[config.mk]
export PLATFORM = sky130hd
export DESIGN_NAME = uart_mem_display
export DESIGN_NICKNAME = d
export VERILOG_FILES = /design/src/rtl/uart_mem_pkg.sv /design/src/rtl/mem_port_if.sv /design/src/rtl/uart_byte_rx.sv /design/src/rtl/word_loader.sv /design/src/rtl/mem_arbiter.sv /design/src/rtl/data_ram.sv /design/src/rtl/hex_display.sv /design/src/rtl/uart_mem_display.sv
export SDC_FILE = /design/constraint.sdc
export NUM_CORES = 1
export LEC_CHECK = 0
export BUFFER_PORTS_ARGS = -buffer_cell sky130_fd_sc_hd__clkbuf_2
export CAP_MARGIN = 20
export CORE_UTILIZATION = 45
export CTS_CLUSTER_DIAMETER = 120
export DETAILED_ROUTE_END_ITERATION = 10
export GPL_ROUTABILITY_DRIVEN = 1
export PLACE_DENSITY = 0.62
export SLEW_MARGIN = 20
export SYNTH_ARGS = -nofsm -noshare
export SYNTH_HDL_FRONTEND = slang
export SYNTH_HIERARCHICAL = 1
export SYNTH_SLANG_ARGS = --single-unit
export TNS_END_PERCENT = 20
[constraint.sdc]
create_clock -name clk_raw -period 4.2 [get_ports clk_raw]
set_clock_uncertainty 0.1 [all_clocks]
set_input_delay 0.84 -clock clk_raw [delete_from_list [all_inputs] [get_ports clk_raw]]
set_output_delay 0.84 -clock clk_raw [all_outputs]
set_load 0.02 [all_outputs]
[src/rtl/uart_mem_pkg.sv]
`default_nettype none

package uart_mem_pkg;

    localparam int WORD_W         = 32;
    localparam int BYTE_W         = 8;
    localparam int BYTES_PER_WORD = 4;
    localparam int RAM_DEPTH      = 16;
    localparam int ADDR_W         = 4;
    localparam int CLKS_PER_BIT   = 8;
    localparam int SCAN_CLKS      = 16;
    localparam int DIGITS         = 8;

    typedef logic [WORD_W-1:0] word_t;
    typedef logic [ADDR_W-1:0] addr_t;

    // common anode, bit 7 is the dot and stays dark
    function automatic logic [7:0] hex_to_seg(input logic [3:0] nibble);
        case (nibble)
            4'h0: hex_to_seg = 8'hc0;
            4'h1: hex_to_seg = 8'hf9;
            4'h2: hex_to_seg = 8'ha4;
            4'h3: hex_to_seg = 8'hb0;
            4'h4: hex_to_seg = 8'h99;
            4'h5: hex_to_seg = 8'h92;
            4'h6: hex_to_seg = 8'h82;
            4'h7: hex_to_seg = 8'hf8;
            4'h8: hex_to_seg = 8'h80;
            4'h9: hex_to_seg = 8'h90;
            4'ha: hex_to_seg = 8'h88;
            4'hb: hex_to_seg = 8'h83;
            4'hc: hex_to_seg = 8'hc6;
            4'hd: hex_to_seg = 8'ha1;
            4'he: hex_to_seg = 8'h86;
            default: hex_to_seg = 8'h8e;
        endcase
    endfunction

endpackage

`default_nettype wire

[src/rtl/mem_port_if.sv]
`timescale 1ns/1ns
`default_nettype none

interface mem_port_if import uart_mem_pkg::*; ();

    logic  req;
    logic  we;
    addr_t addr;
    word_t wdata;
    logic  gnt;
    word_t rdata;

    modport requester (output req, we, addr, wdata, input gnt, rdata);

    modport arbiter (input req, we, addr, wdata, output gnt, rdata);

endinterface

`default_nettype wire

[src/rtl/uart_byte_rx.sv]
`timescale 1ns/1ns
`default_nettype none

module uart_byte_rx import uart_mem_pkg::*; (
    input  wire logic              clk_raw,
    input  wire logic              rst_n,
    input  wire logic              rx,
    output logic [BYTE_W-1:0]      byte_data,
    output logic                   byte_valid
);

    typedef logic [$clog2(CLKS_PER_BIT)-1:0] bit_cnt_t;
    typedef logic [$clog2(BYTE_W)-1:0] bit_idx_t;
    typedef enum logic [2:0] {S_IDLE, S_START, S_DATA, S_STOP, S_TAIL} rx_state_t;

    rx_state_t state;
    bit_cnt_t  bit_cnt;
    bit_idx_t  bit_idx;
    logic      rx_meta;
    logic      rx_sync;
    logic      stop_ok;

    always_ff @(posedge clk_raw or negedge rst_n) begin
        if (!rst_n) begin
            rx_meta <= 1'b1;
            rx_sync <= 1'b1;
        end else begin
            rx_meta <= rx;
            rx_sync <= rx_meta;
        end
    end

    always_ff @(posedge clk_raw or negedge rst_n) begin
        if (!rst_n) begin
            state      <= S_IDLE;
            bit_cnt    <= '0;
            bit_idx    <= '0;
            stop_ok    <= 1'b0;
            byte_valid <= 1'b0;
        end else begin
            byte_valid <= 1'b0;
            bit_cnt    <= bit_cnt + 1'b1;
            case (state)
                S_IDLE: begin
                    bit_cnt <= '0;
                    if (!rx_sync)
                        state <= S_START;
                end
                // recheck the start bit at its middle
                S_START: begin
                    if (bit_cnt == bit_cnt_t'(CLKS_PER_BIT / 2 - 1)) begin
                        bit_cnt <= '0;
                        bit_idx <= '0;
                        state   <= rx_sync ? S_IDLE : S_DATA;
                    end
                end
                S_DATA: begin
                    if (bit_cnt == bit_cnt_t'(CLKS_PER_BIT - 1)) begin
                        bit_idx <= bit_idx + 1'b1;
                        if (bit_idx == bit_idx_t'(BYTE_W - 1))
                            state <= S_STOP;
                    end
                end
                S_STOP: begin
                    if (bit_cnt == bit_cnt_t'(CLKS_PER_BIT - 1)) begin
                        stop_ok <= rx_sync;
                        bit_cnt <= '0;
                        state   <= S_TAIL;
                    end
                end
                // half a bit past the stop sample
                default: begin
                    if (bit_cnt == bit_cnt_t'(CLKS_PER_BIT / 2 - 1)) begin
                        byte_valid <= stop_ok;
                        state      <= S_IDLE;
                    end
                end
            endcase
        end
    end

    // lsb arrives first
    always_ff @(posedge clk_raw) begin
        if (state == S_DATA && bit_cnt == bit_cnt_t'(CLKS_PER_BIT - 1))
            byte_data <= {rx_sync, byte_data[BYTE_W-1:1]};
    end

endmodule

`default_nettype wire

[src/rtl/word_loader.sv]
`timescale 1ns/1ns
`default_nettype none

module word_loader import uart_mem_pkg::*; (
    input  wire logic              clk_raw,
    input  wire logic              rst_n,
    input  wire logic [BYTE_W-1:0] byte_data,
    input  wire logic              byte_valid,
    mem_port_if.requester          mem,
    output logic                   written
);

    typedef logic [$clog2(BYTES_PER_WORD)-1:0] byte_cnt_t;

    byte_cnt_t byte_cnt;
    addr_t     wr_addr;
    word_t     word_reg;
    logic      wr_req;

    // new bytes enter at the top so the first one ends up lowest
    always_ff @(posedge clk_raw) begin
        if (byte_valid)
            word_reg <= {byte_data, word_reg[WORD_W-1:BYTE_W]};
    end

    always_ff @(posedge clk_raw or negedge rst_n) begin
        if (!rst_n) begin
            byte_cnt <= '0;
            wr_addr  <= '0;
            wr_req   <= 1'b0;
        end else begin
            if (byte_valid) begin
                byte_cnt <= byte_cnt + 1'b1;
                if (byte_cnt == byte_cnt_t'(BYTES_PER_WORD - 1))
                    wr_req <= 1'b1;
            end
            if (wr_req && mem.gnt) begin
                wr_req  <= 1'b0;
                wr_addr <= (wr_addr == addr_t'(RAM_DEPTH - 1)) ? '0 : wr_addr + 1'b1;
            end
        end
    end

    assign mem.req   = wr_req;
    assign mem.we    = 1'b1;
    assign mem.addr  = wr_addr;
    assign mem.wdata = word_reg;

    // high on the granted edge
    assign written = wr_req & mem.gnt;

endmodule

`default_nettype wire

[src/rtl/mem_arbiter.sv]
`timescale 1ns/1ns
`default_nettype none

module mem_arbiter import uart_mem_pkg::*; (
    input  wire logic      clk_raw,
    input  wire logic      rst_n,
    mem_port_if.arbiter    loader_port,
    mem_port_if.arbiter    display_port,
    output logic           ram_we,
    output addr_t          ram_addr,
    output word_t          ram_wdata,
    input  wire word_t     ram_rdata
);

    logic loader_gnt;
    logic display_gnt;
    logic loader_owns_rd;
    logic display_owns_rd;

    // fixed priority, loader first
    assign loader_gnt  = loader_port.req;
    assign display_gnt = display_port.req & ~loader_port.req;

    assign loader_port.gnt  = loader_gnt;
    assign display_port.gnt = display_gnt;

    assign ram_we    = loader_gnt ? loader_port.we : (display_gnt & display_port.we);
    assign ram_addr  = loader_gnt ? loader_port.addr : display_port.addr;
    assign ram_wdata = loader_gnt ? loader_port.wdata : display_port.wdata;

    // remember who owns the read data coming out next cycle
    always_ff @(posedge clk_raw or negedge rst_n) begin
        if (!rst_n) begin
            loader_owns_rd  <= 1'b0;
            display_owns_rd <= 1'b0;
        end else begin
            loader_owns_rd  <= loader_gnt;
            display_owns_rd <= display_gnt;
        end
    end

    assign loader_port.rdata  = loader_owns_rd ? ram_rdata : '0;
    assign display_port.rdata = display_owns_rd ? ram_rdata : '0;

endmodule

`default_nettype wire

[src/rtl/data_ram.sv]
`timescale 1ns/1ns
`default_nettype none

module data_ram import uart_mem_pkg::*; (
    input  wire logic  clk_raw,
    input  wire logic  we,
    input  wire addr_t addr,
    input  wire word_t wdata,
    output word_t      rdata
);

    word_t mem [RAM_DEPTH];

    always_ff @(posedge clk_raw) begin
        if (we)
            mem[addr] <= wdata;
    end

    // old contents on a same-cycle write
    always_ff @(posedge clk_raw) begin
        rdata <= mem[addr];
    end

endmodule

`default_nettype wire

[src/rtl/hex_display.sv]
`timescale 1ns/1ns
`default_nettype none

module hex_display import uart_mem_pkg::*; (
    input  wire logic  clk_raw,
    input  wire logic  rst_n,
    input  wire addr_t sel_addr,
    mem_port_if.requester mem,
    output logic [7:0] seg_tube,
    output logic [7:0] seg_enable
);

    typedef logic [$clog2(SCAN_CLKS)-1:0] scan_cnt_t;
    typedef logic [$clog2(DIGITS)-1:0] digit_t;
    typedef enum logic [1:0] {S_ADDR, S_REQ, S_DATA} rd_state_t;

    rd_state_t rd_state;
    addr_t     rd_addr;
    word_t     shown_word;
    scan_cnt_t scan_cnt;
    digit_t    digit;
    logic [3:0] nibble;

    always_ff @(posedge clk_raw or negedge rst_n) begin
        if (!rst_n) begin
            rd_state <= S_ADDR;
        end else begin
            case (rd_state)
                S_ADDR: rd_state <= S_REQ;
                S_REQ: begin
                    if (mem.gnt)
                        rd_state <= S_DATA;
                end
                default: rd_state <= S_ADDR;
            endcase
        end
    end

    // address is frozen while the request is pending
    always_ff @(posedge clk_raw) begin
        if (rd_state == S_ADDR)
            rd_addr <= sel_addr;
        if (rd_state == S_DATA)
            shown_word <= mem.rdata;
    end

    assign mem.req   = (rd_state == S_REQ);
    assign mem.we    = 1'b0;
    assign mem.addr  = rd_addr;
    assign mem.wdata = '0;

    always_ff @(posedge clk_raw or negedge rst_n) begin
        if (!rst_n) begin
            scan_cnt <= '0;
            digit    <= '0;
        end else begin
            scan_cnt <= scan_cnt + 1'b1;
            if (scan_cnt == scan_cnt_t'(SCAN_CLKS - 1)) begin
                scan_cnt <= '0;
                digit    <= digit + 1'b1;
            end
        end
    end

    assign nibble     = shown_word[{digit, 2'b00} +: 4];
    assign seg_tube   = hex_to_seg(nibble);
    assign seg_enable = ~(8'(1) << digit);

endmodule

`default_nettype wire

[src/rtl/uart_mem_display.sv]
`timescale 1ns/1ns
`default_nettype none

module uart_mem_display import uart_mem_pkg::*; (
    input  wire logic       clk_raw,
    input  wire logic       rst_n,
    input  wire logic       uart_rx,
    input  wire logic [7:0] switch_map,
    output logic [7:0]      seg_tube,
    output logic [7:0]      seg_enable,
    output logic            uart_in_progress
);

    logic [BYTE_W-1:0] rx_byte_data;
    logic              rx_byte_valid;
    logic              loader_written;
    logic              ram_we;
    addr_t             ram_addr;
    word_t             ram_wdata;
    word_t             ram_rdata;

    mem_port_if loader_mem ();
    mem_port_if display_mem ();

    uart_byte_rx uart_byte_rx_i (
        .clk_raw    (clk_raw),
        .rst_n      (rst_n),
        .rx         (uart_rx),
        .byte_data  (rx_byte_data),
        .byte_valid (rx_byte_valid)
    );

    word_loader word_loader_i (
        .clk_raw    (clk_raw),
        .rst_n      (rst_n),
        .byte_data  (rx_byte_data),
        .byte_valid (rx_byte_valid),
        .mem        (loader_mem.requester),
        .written    (loader_written)
    );

    mem_arbiter mem_arbiter_i (
        .clk_raw      (clk_raw),
        .rst_n        (rst_n),
        .loader_port  (loader_mem.arbiter),
        .display_port (display_mem.arbiter),
        .ram_we       (ram_we),
        .ram_addr     (ram_addr),
        .ram_wdata    (ram_wdata),
        .ram_rdata    (ram_rdata)
    );

    data_ram data_ram_i (
        .clk_raw (clk_raw),
        .we      (ram_we),
        .addr    (ram_addr),
        .wdata   (ram_wdata),
        .rdata   (ram_rdata)
    );

    hex_display hex_display_i (
        .clk_raw    (clk_raw),
        .rst_n      (rst_n),
        .sel_addr   (switch_map[ADDR_W-1:0]),
        .mem        (display_mem.requester),
        .seg_tube   (seg_tube),
        .seg_enable (seg_enable)
    );

    // led strobe per stored word
    always_ff @(posedge clk_raw or negedge rst_n) begin
        if (!rst_n)
            uart_in_progress <= 1'b0;
        else
            uart_in_progress <= loader_written;
    end

endmodule

`default_nettype wire

======== After elaboration in Yosys (flattened, before gate mapping) ========
Memory sizes are Yosys's and may differ from the RTL's. A register that Yosys moved wholly into a read port is not among the register bits.
Cells that the tools add are included.
cells by class
  $add $sub $neg .......................... 6
  reductions and logical operators ........ 9
  bitwise gates (word level) .............. 3
  equal/unequal tests ..................... 17
  shift operators ......................... 2
  mux-type cells .......................... 27
operators by type and width
  operator                                                                  number
  32-bit two-way mux                                                        1
  32-bit by 6-bit variable part select with 4-bit output                    1
  3-bit two-way mux                                                         9
  4-bit two-way mux                                                         3
  3-bit case mux with 4 select lines                                        1
  3-bit by 1-bit adder with 3-bit output (second input constant)            3
  3-bit by 2-bit == test with 1-bit output (second input constant)          3
  3-bit case mux with 3 select lines                                        1
  4-bit by 1-bit adder with 4-bit output (second input constant)            2
  4-bit == test (second input constant)                                     2
  1-bit two-way mux                                                         8
  2-bit by 1-bit inequality test with 1-bit output (second input constant)  4
  8-bit inverter                                                            1
  1-bit by 3-bit << shifter with 8-bit output (first input constant)        1
  3-bit == test (second input constant)                                     2
  3-bit case mux with 2 select lines                                        1
  6-bit AND reduction                                                       1
  2-bit == test (second input constant)                                     2
  2-bit two-way mux                                                         2
  2-bit inequality test (second input constant)                             2
  2-bit case mux with 2 select lines                                        1
  4-bit nonzero test                                                        1
  4-bit OR reduction                                                        1
  3-bit by 1-bit == test with 1-bit output (second input constant)          1
  10 further kinds                                                          10
storage, ports and cells
  ROM bits ................................ 112
  memories ................................ 2
  input port bits ......................... 11
  bits in writable memories ............... 512
  output and inout bits ................... 17
  register bits after elaboration ......... 107
memories
  name             depth  width  rd ports  clocked after memory_dff  write ports  line                text
  data_ram_i.mem   16     32     1         1                         1            data_ram.sv:12      word_t mem [RAM_DEPTH];
  (no name shown)  16     7      1         0                         0            uart_mem_pkg.sv:19  case (nibble)

======== Depth between registers and ports, before layout ========
Gate-level depths: netlist of the first run.
  depth after elaboration ................. 4
  gate-level depth with buffers ........... 9

======== Cells and area by module ========
The synthesis of the first run kept the hierarchy.
by module, submodules not included
  module            area an instance (um2)  cells an instance  instances
  data_ram          19862.8                 840                1
  hex_display       2346.0                  162                1
  word_loader       1293.7                  59                 1
  mem_arbiter       1011.0                  115                1
  uart_byte_rx      959.7                   75                 1
  uart_mem_display  25.0                    1                  1

======== Worst setup path before layout of the first run ========
No wires, ideal clock.
  path kind ............................... register to register
  from .................................... register word_loader_i.wr_req, in the netlist word_loader_i/mem.req
  to ...................................... memory data_ram_i/mem[0][0] (netlist bit) (enable)
  required time ........................... 3639 ps
  library setup time ...................... 461 ps
  period minus slack after synthesis ...... 4313 ps
  arrival ................................. 3752 ps
  path slack .............................. -113 ps
  stages on the path, launching flop included .. 7
  path through ............................ dfrtp_1 > buf_6 > buf_6 > mux2_4 > buf_2 > buf_1 > nor3_1
RTL lines
  what                    line                    text
  start, declared         word_loader.sv:18       logic wr_req;
  start signal, assigned  word_loader.sv:30       wr_req <= 1'b0;
  start signal, assigned  word_loader.sv:35       wr_req <= 1'b1;
  start signal, assigned  word_loader.sv:38       wr_req <= 1'b0;
  4-bit two-way mux       mem_arbiter.sv:28       assign ram_addr = loader_gnt ? loader_port.addr : display_port.addr;
  net ram_addr[0]         uart_mem_display.sv:18  addr_t ram_addr;
  end, declared           data_ram.sv:12
The timed path passes the listed nets, and every way through them passes these cells.

======== Final worst setup path of the first run ========
  from .................................... register hex_display_i.digit[0]
  to ...................................... output seg_tube[5]
on the way
  cells in the longest elaborated chain, start to end .. 2
ends and longest elaborated chain
  what                                                    line                   text
  start, declared                                         hex_display.sv:21      digit_t digit;
  start signal, assigned                                  hex_display.sv:60      digit <= digit + 1'b1;
  32-bit by 6-bit variable part select with 4-bit output  hex_display.sv:65      assign nibble = shown_word[{digit, 2'b00} +: 4];
  memory read 16 x 7 bit                                  n/a
  end, declared                                           uart_mem_display.sv:9  output logic [7:0] seg_tube,
Every way passes these cells.

==> metrics.md, run 1 <==
| Metric | Value |
|---|---|
| CP Launch Type | register |
| Die H | 239 um |
| CTS Root Cell | clkbuf_16 |
| Status | finished clean |
| H-tree Lvls | 3 |
| Syn Area/Cell | just over 20 um^2 |
| Initial antenna violation count | 3 |
| Endpoints failing hold | 0 |
| Core Area | between 50,000 and 60,000 um^2 |
| Via density | 5.52 |
| Static Leak | 9.57 nW |
| Max Slew Vio Count | 0 |
| Area Overhead vs Synth | 13.3% |
| Clock Latency Late Sink | 0.58 ns |
| Part of the cycle the worst path needs | ~95% |
| Placement Rows | 86 |
| Avg WL per Cell | 24.6 um |
| DRC | 0 |
| First-pass GRT wire length | ~77,000 um |
| Mapped Area | 25,300 um^2 |
| Vias in the first global route | between 10,000 and 15,000 |
| Width of the die | approximately 240 um |
| Iter 0 DRT Violations | approximately 900 |
| Non-Filler Instances | 2,086 |
| Crit Path Class | reg -> out |
| Synth Warn # | 6 |
| Initial Utilization | 45.7% |
| CTS tree | yes |
| IO Pins | 28 |
| Post-synthesis cell count | 1,216 |
| Largest net degree at the start of global routing | 80 |
| Worst-path fanout max | 8 |
| Clock-pin slew on the worst setup and hold paths | around 0.06 ns |
| CP required | around 3.3 ns |
| Num CTS Buffers | 67 |
| Drt pass-1 iters | 5 |
| CP endpoint kind | primary output |
| Post-route ant nets | 0 |
| Pwr Total | roughly 14 mW |
| Clock sink count | 651 |
| Fillers | 4,383 |
| GPL Wtd Cong | 0.731 |
| Fmax | 251 MHz |
| Peak supply drop | about 0.00035 V |
| Layout cells sized above 1 | approximately 27% |
| Rel. slew slack | between 20% and 30% |
| Crit path time final | 3.99 ns |
| DP HPWL | 29,000 um |
| IO buf count | 22 |
| Slew @ Worst Pin | 1.06 ns |
| Total number of vias | between 10,000 and 15,000 |
| Nets | 1,317 |
| PwrDens | approximately 480 nW/um^2 |
| # Post-CTS Setup Buffers | 0 |
| WL final | a little over 50,000 um |
| Placed cell count | 1,962 |
| Hold Crit Class | in -> reg |
| MaxCap Viol Count | 0 |
| Worst path arrival time | 3.05 ns |
| RSZ-0062 raised after global routing | no |
| DIE AREA | 57,100 um^2 |
| Setup violations, final | 0 |
| Total track usage | 18.6% |
| Grt total ovfl | 0 |
| Worst-case clock buffer depth | 3 |
## worst max-delay path: stages (launching register included)
cell and delay, ns:
dfrtp_1 0.54, buf_4 0.24, mux4_1 0.54, mux2i_1 0.13, buf_4 0.17, inv_1 0.06, ha_1 0.24, inv_1 0.06
mux2i_1 0.06, a22o_2 0.28, clkbuf_2 0.15
## where the power goes
group,switching (mW),internal [mW]
combinational,0.369,0.252
sequential,0.0610,7.11
clock,2.34,3.59
## cell usage in the layout (no fill, tap or decap), drive strengths merged, types with 4 or more instances in the layout
master / n
clkinv: 16
o21ai: 7
bufinv: 5
buf: 39
nor2b: 6
nand2: 50
a22oi: 64
mux2: 43
nor2: 20
ha: 23
mux2i: 17
and2: 34
a21oi: 4
edfxtp: 588
dfrtp: 29
conb: 35
clkbuf: 123
dfxtp: 32
nand3: 10
nor3: 4
inv: 14
mux4: 136
## metal layers
layer	track usage [%]	vias to the layer above	share of wire [%]
met3	4.11	60	6.9
met2	30.0	340	49
li1	-	5003	-
met5	0	-	0
met4	5.34	0	1.7
met1	25.5	6120	42
## final timing paths
check | start | end | slack (ns) | depth (start not counted)
setup reg to reg | word_loader_i/mem.req$_DFFE_PN0P_ | data_ram_i/rdata[21]$_DFF_P_ | 1.23 | 5
hold / removal | uart_rx | uart_byte_rx_i/rx_meta$_DFF_PN1_ | 0.24 | 1
max in group asynchronous | rst_n | word_loader_i/mem.req$_DFFE_PN0P_ | 3.04 | 1
hold reg to reg | uart_byte_rx_i/rx_meta$_DFF_PN1_ | uart_byte_rx_i/rx_sync$_DFF_PN1_ | 0.26 | 0
setup / recovery | hex_display_i/digit[0]$_DFFE_PN0N_ | seg_tube[5] | 0.21 | 10
min in group asynchronous | rst_n | uart_byte_rx_i/bit_idx[1]$_DFFE_PN0P_ | 0.30 | 1
## state kept, by name, summed over array words and instances, names as in the netlist, 4 cells and up
register and cells:
data_ram_i/mem 512, word_loader_i/mem.wdata 32, hex_display_i/shown_word 32, hex_display_i/scan_cnt 4, word_loader_i/mem.addr 4, uart_byte_rx_i/byte_data 8
data_ram_i/rdata 32, hex_display_i/mem.addr 4
## layout make-up
cell class / instances / area (um^2) / share of cell area, %
timing repair buffer: 61 / 503 / 1.76
inverter: 13 / 48.8 / 0.170
tap: 748 / 936 / 3.27
multi-input combinational: 489 / 5840 / 20.4
antenna: 1 / 2.50 / 0.00874
clock inverter: 22 / 236 / 0.826
sequential: 651 / 19100 / 66.6
clock buffer: 101 / 1990 / 6.96
## repair_timing
action	CTS	global route
resized for setup	0	1
hold endpoints to repair	0	0
hold buffers	0	0
setup endpoints to repair	0	3
## metrics by stage
| step | hold slack, ns | setup TNS, ns | utilization [%] | setup WS [ns] | instance area [um^2] |
|---|---|---|---|---|---|
| after global routing | 0.218 | 0 | 51.8 | 0.0114 | 28600 |
| after global placement | 0.248 | 0 | 47.7 | 0.742 | 26400 |
| after CTS | 0.212 | 0 | 51.8 | 0.121 | 28600 |
| after detailed placement | 0.247 | 0 | 47.7 | 0.745 | 26400 |
| final | 0.243 | 0 | 51.8 | 0.209 | 28600 |
| after floorplan | 0.245 | -12.41 | - | -0.0970 | 25400 |
No activity file was read; power rests on OpenSTA's default activity.
==> run 2, diff against run 1 <==
--- a/config.mk
+++ b/config.mk
@@ -5,6 +5,7 @@
 export SDC_FILE = /design/constraint.sdc
 export NUM_CORES = 1
 export LEC_CHECK = 0
+export ABC_AREA = 1
 export BUFFER_PORTS_ARGS = -buffer_cell sky130_fd_sc_hd__clkbuf_2
 export CAP_MARGIN = 20
 export CORE_UTILIZATION = 45
==> metrics.md, run 2 <==
| Metric | Value |
|---|---|
| RSZ-0062 raised after global routing | no (unchanged) |
| Nets | 2,782 (was 1,317) |
| Setup TNS | 0 ns (unchanged) |
| Slew @ Worst Pin | 1.08 ns (was 1.06 ns) |
| Post_cts resized | 0 (unchanged) |
| Status | finished clean (unchanged) |
| Largest register FFs | 512 (unchanged) |
| Synth Warn # | 6 (unchanged) |
| Max Slew Vio Count | 0 (unchanged) |
| Worst hold stages | 1 (unchanged) |
| Layout cells sized above 1 | 7.66% (was 27.3%) |
| PwrDens | 458 nW/um^2 (was 479 nW/um^2) |
| Worst-case clock buffer depth | 3 (unchanged) |
| Crit path time final | 3.86 ns (was 3.99 ns) |
| Drt pass-1 iters | 7 (was 5) |
| IO Pins | 28 (unchanged) |
| Fillers | 5,284 (was 4,383) |
| Clock sink count | 651 (unchanged) |
| MaxCap Viol Count | 0 (unchanged) |
| Area Overhead vs Synth | 11.0% (was 13.3%) |
| Die H | 251 um (was 239 um) |
| H-tree Lvls | 3 (unchanged) |
| Clock-pin slew on the worst setup and hold paths | 0.06 ns (about the same) |
| CTS Root Cell | clkbuf_16 (unchanged) |
| Largest net degree at the start of global routing | 121 (was 80) |
| Syn Area/Cell | 10.2 um^2 (was 20.8 um^2) |
| Worst reg2reg setup slack | 1.08 ns (was 1.23 ns) |
| Worst path arrival time | 2.92 ns (was 3.05 ns) |
| Worst R2R Path Depth | 7 (was 5) |
| Width of the die | 251 um (was 239 um) |
| WL final | 62,800 um (was 51,200 um) |
| Grt total ovfl | 0 (unchanged) |
| Part of the cycle the worst path needs | 91.9% (was 95.0%) |
| Ant diodes | 0 (was 1) |
| # Post-CTS Setup Buffers | 0 (unchanged) |
| Worst-path fanout max | 12 (was 8) |
| Vias in the first global route | 17,297 (was 11,887) |
| Fmax | 259 MHz (was 251 MHz) |
| Crit Reg-Reg Endpoint | data_ram_i/mem[2][21]$_DFFE_PP_ (was data_ram_i/rdata[21]$_DFF_P_) |
| Hold_buf cts | 0 (unchanged) |
| Via density | 4.97 (was 5.52) |
| CTS tree | yes (unchanged) |
| DP HPWL | 32,700 um (was 29,000 um) |
| Total number of vias | 17,824 (was 11,523) |
| Post-synthesis cell count | 2,738 (was 1,216) |
| HP Start | uart_rx (unchanged) |
| Total track usage | 20.3% (was 18.6%) |
| Hold Crit Class | in -> reg (unchanged) |
| DRC | 0 (unchanged) |
| CP required | 3.26 ns (about the same) |
| Crit Reg-Reg Startpoint | word_loader_i/mem.req$_DFFE_PN0P_ (unchanged) |
| Hold_ws | 0.222 ns (was 0.243 ns) |
| DIE AREA | 62,900 um^2 (was 57,100 um^2) |
| Rel. slew slack | 28.2% (was 29.4%) |
| GPL Wtd Cong | 0.788 (was 0.731) |
| Initial antenna violation count | 0 (was 3) |
| Setup violations, final | 0 (unchanged) |
| Most flops, register | data_ram_i/mem (unchanged) |
| Iter 0 DRT Violations | 1,458 (was 901) |
| Post-route ant nets | 0 (unchanged) |
| IO buf count | 22 (unchanged) |
| First-pass GRT wire length | 97,400 um (was 76,700 um) |
| Initial Utilization | 45.8% (was 45.7%) |
| Mapped Area | 27,900 um^2 (was 25,300 um^2) |
| Core Area | 60,800 um^2 (was 55,300 um^2) |
| Static Leak | 13.4 nW (was 9.57 nW) |
| Endpoints failing hold | 0 (unchanged) |
| Clock Latency Late Sink | 0.61 ns (was 0.58 ns) |
| Num CTS Buffers | 70 (was 67) |
| CP endpoint kind | primary output (unchanged) |
| CP Launch Type | register (unchanged) |
| Placement Rows | 90 (was 86) |
| Crit Path Class | reg -> out (unchanged) |
| Commonest non-fill, non-tap cell in the layout | nand2_1 (was edfxtp_1) |
| Peak supply drop | 0.000322 V (was 0.000352 V) |
| Commonest non-fill, non-tap cells in the layout | nand2_1, edfxtp_1, inv_1 (was edfxtp_1, mux4_2, clkbuf_16) |
| Hold Path Sink | uart_byte_rx_i/rx_meta$_DFF_PN1_ (unchanged) |
| Avg WL per Cell | 17.5 um (was 24.6 um) |
run 2: layout make-up:
cell class | count | area, um^2 | area share [%]
clock buffer | 95 | 1970 | 6.37
multi-input combinational | 1808 | 7380 | 23.8
clock inverter | 34 | 368 | 1.19
sequential | 651 | 19100 | 61.7
inverter | 160 | 616 | 1.99
tap | 782 | 978 | 3.16
timing repair buffer | 57 | 548 | 1.77
run 2: metal layers:
metal  part of all wire (%)  GRT usage (%)  vias up
li1                       -              -     8683
met1                     44           27.6     8542
met2                     48           33.6      510
met3                    6.3           3.42       89
met4                    1.9           6.20        0
met5                      0              0        -
run 2: critical path, cell delays in order, from the launching register on:
cell      delay [ns]
dfrtp_1         0.68
clkinv_1        0.46
nand3_1         0.22
nand2_2         0.13
inv_1           0.13
ha_1            0.18
nand3_1         0.13
nand2_1         0.12
nand2_1         0.05
nand2_1         0.05
clkbuf_2        0.16
run 2: power breakdown:
part | switching (mW) | total, mW | internal [mW]
Clock | 2.48 | 6.21 | 3.73
Sequential | 0.0431 | 7.15 | 7.11
Combinational | 0.597 | 0.810 | 0.212
run 2: per-stage QoR:
stage	std cells	worst slack (ns)	power (mW)	util (%)	area (um^2)
6_report	3587	0.340	14.2	50.9	30900
5_1_grt	3587	0.117	14.6	50.9	30900
4_1_cts	3587	0.328	14.3	50.9	30900
3_5_place_dp	3458	0.991	8.09	47.0	28600
3_3_place_gp	3458	1.05	8.07	47.0	28600
2_1_floorplan	2770	0.886	7.91	-	28000
run 2: worst max path at each step:
stage,endpoint,cells past startpoint,from
6_report,seg_tube[3],10,hex_display_i/digit[2]$_DFFE_PN0N_
5_1_grt,seg_tube[5],10,hex_display_i/digit[2]$_DFFE_PN0N_
4_1_cts,seg_tube[3],10,hex_display_i/digit[2]$_DFFE_PN0N_
3_5_place_dp,seg_tube[3],10,hex_display_i/digit[2]$_DFFE_PN0N_
3_3_place_gp,seg_tube[3],10,hex_display_i/digit[2]$_DFFE_PN0N_
2_1_floorplan,data_ram_i/mem[6][0]$_DFFE_PP_,10,word_loader_i/mem.req$_DFFE_PN0P_
==> run 3, diff against run 2 <==
--- a/config.mk
+++ b/config.mk
@@ -6,9 +6,12 @@
 export NUM_CORES = 1
 export LEC_CHECK = 0
 export ABC_AREA = 1
+export ABC_CLOCK_PERIOD_IN_PS = 4200
 export BUFFER_PORTS_ARGS = -buffer_cell sky130_fd_sc_hd__clkbuf_2
 export CAP_MARGIN = 20
+export CORE_ASPECT_RATIO = 0.8
 export CORE_UTILIZATION = 45
+export CTS_BUF_LIST = sky130_fd_sc_hd__clkbuf_4 sky130_fd_sc_hd__clkbuf_8
 export CTS_CLUSTER_DIAMETER = 120
 export DETAILED_ROUTE_END_ITERATION = 10
 export GPL_ROUTABILITY_DRIVEN = 1
==> metrics.md, run 3 (synthesis gave the netlist of run 2 again) <==
| Metric | Value |
|---|---|
| IO buf count | 22 (unchanged) |
| Max Slew Vio Count | 0 (unchanged) |
| Width of the die | 280 um (was 251 um) |
| Worst R2R Path Depth | 8 (was 7) |
| Slew @ Worst Pin | 1.09 ns (was 1.08 ns) |
| CP endpoint kind | primary output (unchanged) |
| H-tree Lvls | 3 (unchanged) |
| IO Pins | 28 (unchanged) |
| WL final | 64,500 um (was 62,800 um) |
| Total number of vias | 17,931 (was 17,824) |
| CP max stage cell | dfrtp_1 (unchanged) |
| Crit Path Class | reg -> out (unchanged) |
| DIE AREA | 62,900 um^2 (about the same) |
| Layout Utilization | 50.2% (was 50.9%) |
| Setup violations, final | 0 (unchanged) |
| Clock sink count | 651 (unchanged) |
| CTS tree | yes (unchanged) |
| CP required | 3.26 ns (about the same) |
| Num CTS Buffers | 100 (was 70) |
| Vias in the first global route | 17,667 (was 17,297) |
| Hold_buf cts | 0 (unchanged) |
| Ant diodes | 0 (unchanged) |
| Commonest non-fill, non-tap cells in the layout | nand2_1, edfxtp_1, inv_1 (unchanged) |
| Most flops, register | data_ram_i/mem (unchanged) |
| Endpoints failing hold | 0 (unchanged) |
| Rel. slew slack | 27.4% (was 28.2%) |
| Die H | 225 um (was 251 um) |
| Initial Utilization | 45.5% (was 45.8%) |
| Crit-path cells | inv_6 > nand2_1 > nand3_1 > nand3_1 > nand2_2 > inv_1 > ha_1 > nand3_1 > nand2_1 > nand2_1 > nand2_1 > clkbuf_2 (was clkinv_1 > nand3_1 > nand2_2 > inv_1 > ha_1 > nand3_1 > nand2_1 > nand2_1 > nand2_1 > clkbuf_2) |
| MaxCap Viol Count | 0 (unchanged) |
| DRC | 0 (unchanged) |
| Crit Reg-Reg Endpoint | data_ram_i/mem[11][11]$_DFFE_PP_ (was data_ram_i/mem[2][21]$_DFFE_PP_) |
| Commonest non-fill, non-tap cell in the layout | nand2_1 (unchanged) |
| GPL Wtd Cong | 0.795 (was 0.788) |
| Worst-case clock buffer depth | 3 (unchanged) |
| Crit Reg-Reg Startpoint | word_loader_i/mem.req$_DFFE_PN0P_ (unchanged) |
| PwrDens | 435 nW/um^2 (was 458 nW/um^2) |
| Crit path largest cell delay | 0.85 ns (was 0.68 ns) |
| Post-route ant nets | 0 (unchanged) |
| Via density | 4.86 (was 4.97) |
| Largest net degree at the start of global routing | 180 (was 121) |
| Layout cells sized above 1 | 10.1% (was 7.66%) |
| Worst slack, placed | 0.549 ns (was 0.991 ns) |
| Nets | 2,812 (was 2,782) |
| Iter 0 DRT Violations | 1,563 (was 1,458) |
| Total track usage | 21.0% (was 20.3%) |
| Largest register FFs | 512 (unchanged) |
| Worst reg2reg setup slack | 0.55 ns (was 1.08 ns) |
| Part of the cycle the worst path needs | 93.8% (was 91.9%) |
| Status | finished clean (unchanged) |
| DP HPWL | 35,700 um (was 32,700 um) |
| Peak supply drop | 0.000320 V (was 0.000322 V) |
| # Post-CTS Setup Buffers | 0 (unchanged) |
| CP dominant cell by count | nand2_1 (unchanged) |
| Drt pass-1 iters | 5 (was 7) |
| Pwr Total | 13.4 mW (was 14.2 mW) |
| Hold Crit Class | in -> async (was in -> reg) |
| Setup WS post-layout | 0.262 ns (was 0.340 ns) |
| Static Leak | 13.4 nW (about the same) |
| Initial antenna violation count | 0 (unchanged) |
| Crit path time final | 3.94 ns (was 3.86 ns) |
| Core Area | 61,200 um^2 (was 60,800 um^2) |
| Worst-path fanout max | 19 (was 12) |
| Placement Rows | 81 (was 90) |
| Worst path arrival time | 3.00 ns (was 2.92 ns) |
| Clock-pin slew on the worst setup and hold paths | 0.06 ns (about the same) |
| RSZ-0062 raised after global routing | no (unchanged) |
| Area Overhead vs Synth | 10.2% (was 11.0%) |
| Post_cts resized | 0 (unchanged) |
| Clock Latency Late Sink | 0.71 ns (was 0.61 ns) |
| CP Launch Type | register (unchanged) |
| Avg WL per Cell | 17.5 um (about the same) |
| First-pass GRT wire length | 100,000 um (was 97,400 um) |
| Fmax | 254 MHz (was 259 MHz) |
| Grt total ovfl | 0 (unchanged) |
| CTS Root Cell | clkbuf_8 (was clkbuf_16) |
| Setup TNS | 0 ns (unchanged) |
## run 3: cell types whose count changed in the layout (fill, tap and decap cells not counted), moves of 2 or more
| cell | change |
|---|---|
| clkinv_2 | +9 |
| buf_4 | +2 |
| bufinv_16 | -6 |
| clkbuf_16 | -74 |
| buf_12 | -2 |
| clkbuf_4 | +32 |
| clkbuf_1 | -17 |
| clkbuf_8 | +114 |
## run 3: area by class of cell
class	count	area, um^2
multi-input cells	1808	7380
well taps	830	1040
clock inverters	37	230
repair buffers	57	523
inverters	160	616
clock buffers	150	1860
fillers	5511	30500
flip-flops and latches	651	19100
## run 3: per-stage QoR
| step | hold slack, ns | std cells | instance area [um^2] |
|---|---|---|---|
| floorplan | 0.245 | 2770 | 28000 |
| global placement | 0.247 | 3506 | 28600 |
| detailed placement | 0.251 | 3506 | 28600 |
| CTS | 0.0552 | 3693 | 30700 |
| global route | 0.0766 | 3693 | 30700 |
| finish | 0.108 | 3693 | 30700 |
## run 3: layer usage
| metal | share of wire, % | GRT usage, % | up-vias |
|---|---|---|---|
| li1 | - | - | 8742 |
| met1 | 45 | 28.8 | 8580 |
| met2 | 46 | 33.4 | 513 |
| met3 | 6.6 | 4.41 | 96 |
| met4 | 2.7 | 7.05 | 0 |
| met5 | 0 | 0 | - |
## run 3: how the worst max path moves through the flow
stage                                       start                                to  slack (ns)  cells after the start
2_1_floorplan   word_loader_i/mem.req$_DFFE_PN0P_    data_ram_i/mem[6][0]$_DFFE_PP_        0.89                     10
3_3_place_gp    word_loader_i/mem.req$_DFFE_PN0P_  data_ram_i/mem[11][19]$_DFFE_PP_        0.57                      8
3_5_place_dp    word_loader_i/mem.req$_DFFE_PN0P_  data_ram_i/mem[11][19]$_DFFE_PP_        0.55                      8
4_1_cts        hex_display_i/digit[0]$_DFFE_PN0N_                       seg_tube[6]        0.22                     12
5_1_grt        hex_display_i/digit[0]$_DFFE_PN0N_                       seg_tube[6]        0.02                     12
6_report       hex_display_i/digit[0]$_DFFE_PN0N_                       seg_tube[6]        0.26                     12
## run 3: worst max-delay path: cells and delay by family (launching register included)
kind / cells / cell delay [ns]
and+or+nand+nor: 8 / 0.80
adders and majority gates: 1 / 0.19
buffers and inverters: 3 / 0.46
DFF: 1 / 0.85
## run 3: report_power, final
group,switching (mW),internal [mW]
Combinational,0.597,0.212
Sequential,0.0459,7.11
Clock,2.48,2.92
Total,3.13,10.2
